### src/verilog/cpuPkg.sv
package cpuPkg;

	localparam int dataWidth = 16; // data word and instruction word.
	localparam int regCount = 16; // general registers R0 to R15.
	localparam int regIdxWidth = $clog2(regCount);
	localparam int opWidth = 4; // major opcode in bits 15 to 12.
	localparam int funcWidth = 4;
	localparam int immWidth = 8; // short immediate of MOVI and JPI.

	typedef logic [dataWidth-1:0] dataWord;
	typedef logic [regIdxWidth-1:0] regIdx;

	// major opcodes, anything else runs as a no-op.
	typedef enum logic [opWidth-1:0] {
		opMovi = 4'd1,
		opLdi = 4'd4, // immediate comes from the next word.
		opSt = 4'd5,
		opJpi = 4'd8,
		opAlu = 4'd12
	} opcodeE;

	// register to register functions, rd is both operand and result.
	typedef enum logic [funcWidth-1:0] {
		fnMov = 4'd0,
		fnAdd = 4'd1,
		fnSub = 4'd2, // rd minus rs.
		fnAnd = 4'd3,
		fnOr = 4'd4,
		fnXor = 4'd5
	} aluFuncE;

	typedef enum logic [2:0] {
		phFetch,
		phDecode,
		phExecute,
		phCommit,
		phStopped // parked between instructions by the debugger.
	} phaseE;

	// one instruction word, read in the form its opcode calls for.
	typedef union packed {
		struct packed {
			opcodeE opcode;
			aluFuncE func;
			regIdx rs;
			regIdx rd;
		} r; // ALU, LDI and ST.
		struct packed {
			opcodeE opcode;
			regIdx rd;
			logic [immWidth-1:0] imm8;
		} i; // MOVI and JPI.
	} instrU;

endpackage

### src/verilog/commitIf.sv
`timescale 1ns/1ps

// two operand reads, answered in the same cycle.
interface regPortIf import cpuPkg::*; ();

	regIdx addrA; // rs.
	regIdx addrB; // rd.
	dataWord dataA;
	dataWord dataB;

	modport requester (output addrA, addrB, input dataA, dataB);
	modport responder (input addrA, addrB, output dataA, dataB);

endinterface

interface commitIf import cpuPkg::*; ();

	logic valid; // high for the commit cycle only.
	logic writeEn;
	regIdx rd;
	dataWord value;
	logic storeEn;
	dataWord storeAddr;
	dataWord storeData;
	logic jumpEn;
	dataWord jumpTarget;

	modport producer (
		output valid, writeEn, rd, value,
		output storeEn, storeAddr, storeData,
		output jumpEn, jumpTarget
	);
	modport writeback (input valid, writeEn, rd, value, storeEn, storeAddr, storeData);
	modport jump (input valid, jumpEn, jumpTarget);

endinterface

### src/verilog/decodeIf.sv
`timescale 1ns/1ps

interface decodeIf import cpuPkg::*; ();

	phaseE phase; // sequencer phase, execute acts on phExecute only.
	opcodeE opcode;
	aluFuncE func;
	regIdx rd; // already picked from the right instruction form.
	regIdx rs;
	dataWord imm; // zero-extended imm8, or the LDI second word.

	modport producer (
		output phase,
		output opcode, func,
		output rd, rs,
		output imm
	);

	modport consumer (
		input phase,
		input opcode, func,
		input rd, rs,
		input imm
	);

endinterface

### src/verilog/commitUnit.sv
`timescale 1ns/1ps

module commitUnit import cpuPkg::*; (
	input  logic    clkX1,
	input  logic    rstN,
	input  regIdx   dbgRegAddr,
	output dataWord dbgRegData,
	output logic    storeEn,
	output dataWord storeAddr,
	output dataWord storeData,
	regPortIf.responder rp,
	commitIf.writeback  res
);

	dataWord regs [regCount]; // R0 to R15.

	// write-back lands at the end of the commit cycle.
	always_ff @(posedge clkX1) begin
		if (!rstN) begin
			for (int i = 0; i < regCount; i++) begin
				regs[i] <= '0;
			end
		end else if (res.valid && res.writeEn) begin
			regs[res.rd] <= res.value;
		end
	end

	// three combinational read ports.
	assign rp.dataA = regs[rp.addrA];
	assign rp.dataB = regs[rp.addrB];
	assign dbgRegData = regs[dbgRegAddr]; // shows the new value from the cycle after commit.

	// store goes straight out during commit.
	assign storeEn = res.valid && res.storeEn;
	assign storeAddr = res.storeAddr;
	assign storeData = res.storeData;

	// execute must only raise a store inside a commit.
	assert property (@(posedge clkX1) disable iff (!rstN)
		res.storeEn |-> res.valid);

endmodule

### src/verilog/cpuTop.sv
`timescale 1ns/1ps

module cpuTop import cpuPkg::*; #(
	parameter dataWord resetPc = '0
) (
	input  logic    clkX1,
	input  logic    rstN,
	output dataWord instrAddr,
	input  dataWord instrData,
	output logic    storeEn,
	output dataWord storeAddr,
	output dataWord storeData,
	input  logic    debugStop,
	input  regIdx   dbgRegAddr,
	output dataWord dbgRegData,
	output logic    stoppedN,
	output logic    fetchN,
	output logic    decodeN,
	output logic    executeN,
	output logic    commitN
);

	decodeIf decBus ();
	regPortIf regBus ();
	commitIf resBus ();

	// sequencer, fetch and decode.
	instrDecode #(
		.resetPc(resetPc)
	) u_instrDecode (
		.clkX1(clkX1),
		.rstN(rstN),
		.instrData(instrData),
		.debugStop(debugStop),
		.instrAddr(instrAddr),
		.stoppedN(stoppedN),
		.fetchN(fetchN),
		.decodeN(decodeN),
		.executeN(executeN),
		.commitN(commitN),
		.dec(decBus.producer),
		.res(resBus.jump)
	);

	execUnit u_execUnit (
		.clkX1(clkX1),
		.rstN(rstN),
		.dec(decBus.consumer),
		.rp(regBus.requester),
		.res(resBus.producer)
	);

	// register file and store port.
	commitUnit u_commitUnit (
		.clkX1(clkX1),
		.rstN(rstN),
		.dbgRegAddr(dbgRegAddr),
		.dbgRegData(dbgRegData),
		.storeEn(storeEn),
		.storeAddr(storeAddr),
		.storeData(storeData),
		.rp(regBus.responder),
		.res(resBus.writeback)
	);

endmodule

### src/verilog/execUnit.sv
`timescale 1ns/1ps

module execUnit import cpuPkg::*; (
	input logic clkX1,
	input logic rstN,
	decodeIf.consumer   dec,
	regPortIf.requester rp,
	commitIf.producer   res
);

	logic isExec;
	dataWord aluOut;
	logic nextWrite;
	logic nextStore;
	logic nextJump;

	assign isExec = (dec.phase == phExecute);

	// rs on port A, rd on port B.
	assign rp.addrA = dec.rs;
	assign rp.addrB = dec.rd;

	always_comb begin
		case (dec.func)
			fnMov: aluOut = rp.dataA;
			fnAdd: aluOut = rp.dataB + rp.dataA;
			fnSub: aluOut = rp.dataB - rp.dataA; // rd minus rs.
			fnAnd: aluOut = rp.dataB & rp.dataA;
			fnOr: aluOut = rp.dataB | rp.dataA;
			fnXor: aluOut = rp.dataB ^ rp.dataA;
			default: aluOut = rp.dataB; // unknown function keeps rd.
		endcase
	end

	// what the instruction does at commit.
	always_comb begin
		nextWrite = 1'b0;
		nextStore = 1'b0;
		nextJump = 1'b0;
		case (dec.opcode)
			opMovi, opLdi, opAlu: nextWrite = 1'b1;
			opSt: nextStore = 1'b1;
			opJpi: nextJump = 1'b1;
			default: nextWrite = 1'b0; // no-op.
		endcase
	end

	// control flags, one pulse after execute.
	always_ff @(posedge clkX1) begin
		if (!rstN) begin
			res.valid <= 1'b0;
			res.writeEn <= 1'b0;
			res.storeEn <= 1'b0;
			res.jumpEn <= 1'b0;
		end else begin
			res.valid <= isExec;
			res.writeEn <= isExec && nextWrite;
			res.storeEn <= isExec && nextStore;
			res.jumpEn <= isExec && nextJump;
		end
	end

	always_ff @(posedge clkX1) begin
		if (isExec) begin
			res.rd <= dec.rd;
			res.value <= (dec.opcode == opAlu) ? aluOut : dec.imm; // MOVI and LDI pass the immediate.
			res.storeAddr <= rp.dataB; // address in rd.
			res.storeData <= rp.dataA; // data in rs.
			res.jumpTarget <= dec.imm;
		end
	end

	// one result per instruction.
	assert property (@(posedge clkX1) disable iff (!rstN)
		res.valid |=> !res.valid);

	assert property (@(posedge clkX1) disable iff (!rstN)
		!(res.writeEn && res.storeEn));

endmodule

### src/verilog/instrDecode.sv
`timescale 1ns/1ps

module instrDecode import cpuPkg::*; #(
	parameter dataWord resetPc = '0
) (
	input  logic    clkX1,
	input  logic    rstN,
	input  dataWord instrData,
	input  logic    debugStop,
	output dataWord instrAddr,
	output logic    stoppedN,
	output logic    fetchN,
	output logic    decodeN,
	output logic    executeN,
	output logic    commitN,
	decodeIf.producer dec,
	commitIf.jump     res
);

	phaseE phase;
	logic live; // set on the first clock out of reset.
	dataWord pc; // word address of the current instruction.
	instrU instrWord;
	dataWord ldiWord; // second word of LDI.
	logic isLdi;
	logic isImmForm;

	assign isLdi = (instrWord.r.opcode == opLdi);
	assign isImmForm = (instrWord.i.opcode == opMovi) || (instrWord.i.opcode == opJpi);

	// LDI pulls its immediate from the word after it while decoding.
	assign instrAddr = (phase == phDecode && isLdi) ? pc + dataWord'(1) : pc;

	// sequencer.
	always_ff @(posedge clkX1) begin
		if (!rstN) begin
			phase <= phFetch;
			live <= 1'b0;
			pc <= resetPc;
		end else begin
			live <= 1'b1;
			if (live) begin
				case (phase)
					phFetch: phase <= phDecode;
					phDecode: phase <= phExecute;
					phExecute: phase <= phCommit;
					phCommit: begin
						if (res.valid && res.jumpEn) begin
							pc <= res.jumpTarget; // absolute, no offset.
						end else if (isLdi) begin
							pc <= pc + dataWord'(2); // skip the immediate word.
						end else begin
							pc <= pc + dataWord'(1);
						end
						phase <= debugStop ? phStopped : phFetch; // stop only between instructions.
					end
					phStopped: phase <= debugStop ? phStopped : phFetch;
					default: phase <= phFetch;
				endcase
			end
		end
	end

	// memory answers in the same cycle, so both words land at the end of the phase.
	always_ff @(posedge clkX1) begin
		if (live && phase == phFetch) begin
			instrWord <= instrData;
		end
		if (live && phase == phDecode && isLdi) begin
			ldiWord <= instrData;
		end
	end

	assign dec.phase = phase;
	assign dec.opcode = instrWord.r.opcode;
	assign dec.func = instrWord.r.func;
	assign dec.rs = instrWord.r.rs;
	assign dec.rd = isImmForm ? instrWord.i.rd : instrWord.r.rd; // rd sits in a different field.
	assign dec.imm = isLdi ? ldiWord : {{(dataWidth-immWidth){1'b0}}, instrWord.i.imm8};

	// phase strobes, all high until the core is live.
	assign fetchN = !(live && phase == phFetch);
	assign decodeN = !(phase == phDecode);
	assign executeN = !(phase == phExecute);
	assign commitN = !(phase == phCommit);
	assign stoppedN = !(phase == phStopped);

	// never two phases on the pins at once.
	assert property (@(posedge clkX1) disable iff (!rstN)
		$onehot0({~stoppedN, ~fetchN, ~decodeN, ~executeN, ~commitN}));

	// the execute result must be waiting when the commit strobe shows.
	assert property (@(posedge clkX1) disable iff (!rstN)
		!commitN |-> res.valid);

endmodule
### config.mk
export PLATFORM = sky130hd
export DESIGN_NAME = cpuTop
export DESIGN_NICKNAME = d
export VERILOG_FILES = /design/src/verilog/cpuPkg.sv /design/src/verilog/commitIf.sv /design/src/verilog/decodeIf.sv /design/src/verilog/commitUnit.sv /design/src/verilog/cpuTop.sv /design/src/verilog/execUnit.sv /design/src/verilog/instrDecode.sv
export SDC_FILE = /design/constraint.sdc
export NUM_CORES = 1
export LEC_CHECK = 0
export ABC_AREA = 1
export BUFFER_PORTS_ARGS = -buffer_cell sky130_fd_sc_hd__clkbuf_2
export CAP_MARGIN = 20
export CORE_ASPECT_RATIO = 0.8
export CORE_UTILIZATION = 30
export DETAILED_ROUTE_END_ITERATION = 10
export GPL_TIMING_DRIVEN = 1
export SYNTH_ARGS = -nofsm -noshare
export SYNTH_HDL_FRONTEND = slang
export SYNTH_SLANG_ARGS = --single-unit
### constraint.sdc
create_clock -name clkX1 -period 5.62 [get_ports clkX1]
set_input_delay 0 -clock clkX1 [delete_from_list [all_inputs] [get_ports clkX1]]
set_output_delay 0 -clock clkX1 [all_outputs]
set_load 0.01 [all_outputs]
==> results.md <==
* Status: finished, final reports clean
* N_diodes at 0
* Slew margin rel. at 0.201
* Cell Int Power at ~5400 µW
* Largest family of logic cells by synthesized area: simple AND/OR/NAND/NOR gates
* Drt drc at 0
* Synth Instances at ~3000
* Cell family with most CP delay: simple AND/OR/NAND/NOR gates
* Worst-Skew Late Latency at around 600 ps
* Most Frequent Cell on Critical Path: nand2_1
* Clk buf depth at 3
* Post-Synth Simple-Gate Area at 0.217
* Slowest library cell on the worst path: o21ai_4
* Gr busiest metal: met1
* EDFF count, synth at between 300 and 400
* Post-route cell area at about 27000 µm²
* Number of global-route vias before repair at roughly 20000
* Final nets at slightly above 3000
* Pwr dens at 303 nW/µm²
* Met2 usage at 0.313
* Final Hold Fails at 0
* Synth Register Bits at about 380
* Leak at 0.0110 µW
* DRT iter0 DRCs at around 3200
* Comb power frac at 0.251
* CTS Root Cell: clkbuf_16
* Ports at 93
* Vias per cell at approximately 5.5
* Mux share of post-synthesis cell area at 0.00299
* Cell area after synthesis at 23900 µm²
* Clk pwr share at 0.339
* Fin crit period at between 5000 and 6000 ps
* Row count at just over 90
* Post-synth ARST share at 0
* Syn Nets at 3055
* Post-Layout Cell Count at 4073
* Crit Path Max Fanout at 28
* Count leader, synth: nand2_1
* Worst path bufs/invs at 2
* Synth Area in Adders at 0.0276
* Max cap viols at 0
* DR pass1 iterations at 6
* Largest net degree at the start of global routing at 109
* Met3 Use GR at 0.0513
* Area contributors post-synth: edfxtp_1, nand2_1, o21ai_0
* Crit Path Category: flip-flop to flip-flop
* Synth Area per Inst at about 8.0 µm²
* Wire per inst at about 22 µm
* GR Overflow Total at 0
* Post-synthesis compound-gate area fraction at 0.179
* Seq/Total Area, Yosys at 0.471
* Fmax achieved at 0.199 GHz
* Clock tree sinks at 384
* Cells after DPL at approximately 4000
* Unique masters post-synth at 52
* Startpoint Class: flip-flop
* Number of H-tree levels at 2
* Die width at approximately 320 µm
* Core area at 78700 µm²
* Die height at ~250 µm
* Flop pwr share at 0.410
* Most area-hungry cell type in the Yosys netlist: edfxtp_1
* Worst Skew at 30.8 ps
* Area grow syn2layout at 12.2%
* Worst hold path class: input pin to flip-flop
* Post-synth top area share at 0.448
* Setup TNS at 0 ps
* Final wirelength at 91100 µm
* Final Cycle Share at 0.895
* Port bufs at 92
* Tot GR Track Use at 0.218
* PnR worst setup slack at between 500 and 600 ps
* Placed Area at 25300 µm²
* CTS Buf Count at a little over 40
* Clock transition at path regs at 60 ps
* Slew Viols, Final at 0
* Setup-failing EPs final at 0
* Synth Flop Type: edfxtp_1
* Sw power at ~2700 µW
* CP peak stage delay at about 880 ps
* Residual antenna-violating net count after detailed routing at 0
* Initial antenna violation count at 1
* Via count at approximately 22000
* Initial core utilization at 0.303
* Ys Warns at 0
* Pre-CTS setup slack at about 800 ps
* Global-route wire length before repair at roughly 130000 µm
* Worst setup EP type: flip-flop
* Hpwl dp at about 59000 µm
* Switching Fraction at 0.339
* Worst Path Required at about 6000 ps
* Synth Area in XOR/XNOR at 0.0106
* TritonCTS clock tree: done
* Worst slew pin tran at 1190 ps
* Post-CTS Setup Repair Bufs at 0
* M1 GR Usage at 0.316
* Layout cells sized above 1 at 0.0951
* RSZ-0062 raised after global routing: no
* VDD IR-drop max at approximately 0.00021 V
* Final Wtd Congestion at between 0.9 and 1
* Most instantiated cells after synthesis: nand2_1, nor2_1, edfxtp_1, inv_1, o21ai_0
* Die Area at 80700 µm²
* Worst EP arrival at about 5400 ps
==> cells by family after synthesis <==
logic type | count (synthesis)
muxes | 7
and+or+nand+nor | 1259
xor gates and xnor gates | 29
DFF | 384
buffers and inverters | 514
adders and majority gates | 52
AOI/OAI and AO/OA | 735
==> path summary, 6_finish.rpt <==
path	end	startpoint	slack, ps	cells past startpoint
max	u_execUnit.res.value[13]	u_instrDecode.instrWord[12]	590	29
min	u_instrDecode.ldiWord[3]	instrData[3]	150	2
max reg2reg	u_execUnit.res.value[13]	u_instrDecode.instrWord[12]	590	29
min reg2reg	u_instrDecode.pc[15]	u_instrDecode.pc[15]	470	2
==> per-stage QoR <==
step / util / power (µW) / hold WS [ps]
after floorplan: - / 4730 / 27.7
after global placement: 0.321 / 5340 / 203
after detailed placement: 0.321 / 5350 / 202
after CTS: 0.340 / 8090 / 133
after global routing: 0.340 / 8440 / 165
final: 0.340 / 8120 / 148
==> placed cells by master, fill, tap and decap left out, types with 8 or more instances in the layout <==
master / instances
edfxtp_1: 356
xor2_1: 26
clkbuf_16: 41
nor2_1: 381
o221ai_1: 55
o311ai_0: 19
buf_4: 74
nand2_1: 581
a211oi_1: 10
clkinv_1: 8
nor3_1: 19
dfxtp_1: 26
o211ai_1: 67
a221oi_1: 11
inv_1: 297
dlygate4sd3_1: 18
o21ai_1: 8
clkbuf_1: 9
a21oi_1: 246
nand3_1: 228
ha_1: 51
nand2_2: 22
o21ai_0: 289
clkbuf_2: 90
inv_2: 14
==> cell type report <==
| class | count | area [µm²] |
|---|---|---|
| clock inverters | 20 | 221 |
| fillers | 8301 | 51900 |
| well taps | 1034 | 1290 |
| clock buffers | 50 | 1060 |
| flip-flops and latches | 384 | 11300 |
| repair buffers | 189 | 1310 |
| inverters | 314 | 1180 |
| multi-input cells | 2082 | 10500 |
==> state kept, by name, indices dropped and copies added (netlist names), named ones only <==
register / count
u_commitUnit.regs: 256
u_execUnit.res.jumpEn: 1
u_execUnit.res.jumpTarget: 16
u_execUnit.res.rd: 4
u_execUnit.res.storeAddr: 16
u_execUnit.res.storeData: 16
u_execUnit.res.storeEn: 1
u_execUnit.res.valid: 1
u_execUnit.res.value: 16
u_execUnit.res.writeEn: 1
u_instrDecode.dec.phase: 3
u_instrDecode.instrWord: 16
u_instrDecode.ldiWord: 16
u_instrDecode.live: 1
u_instrDecode.pc: 16
==> worst reg2reg max path, delay by kind of cell, from the launching register on <==
family | cells | cell delay, ps
AO/OA/AOI/OAI | 5 | 1800
adder cells (fa/ha/maj) | 1 | 290
buffers and inverters | 2 | 230
flip-flops | 1 | 410
AND/OR/NAND/NOR | 21 | 2050
==> layer usage <==
| layer | share of wire | vias up |
|---|---|---|
| met2 | 0.41 | 1391 |
| met4 | 0.031 | 2 |
| li1 | - | 10300 |
| met3 | 0.13 | 165 |
| met1 | 0.43 | 10600 |
| met5 | 0.00011 | - |
==> power groups by stage <==
stage / sequential (µW) / clock [µW] / combinational, µW
6_report: 3330 / 2760 / 2030
5_1_grt: 3340 / 2880 / 2220
4_1_cts: 3330 / 2780 / 1980
3_5_place_dp: 3390 / 0 / 1960
3_3_place_gp: 3390 / 0 / 1950
2_1_floorplan: 3360 / 0 / 1370
==> timing repair <==
action,4_1_cts,5_1_grt
endpoints found under the setup margin,0,0
hold buffers,18,0
endpoints found under the hold margin,38,0
resized for setup,0,0
No activity file was read; power rests on OpenSTA's default activity.
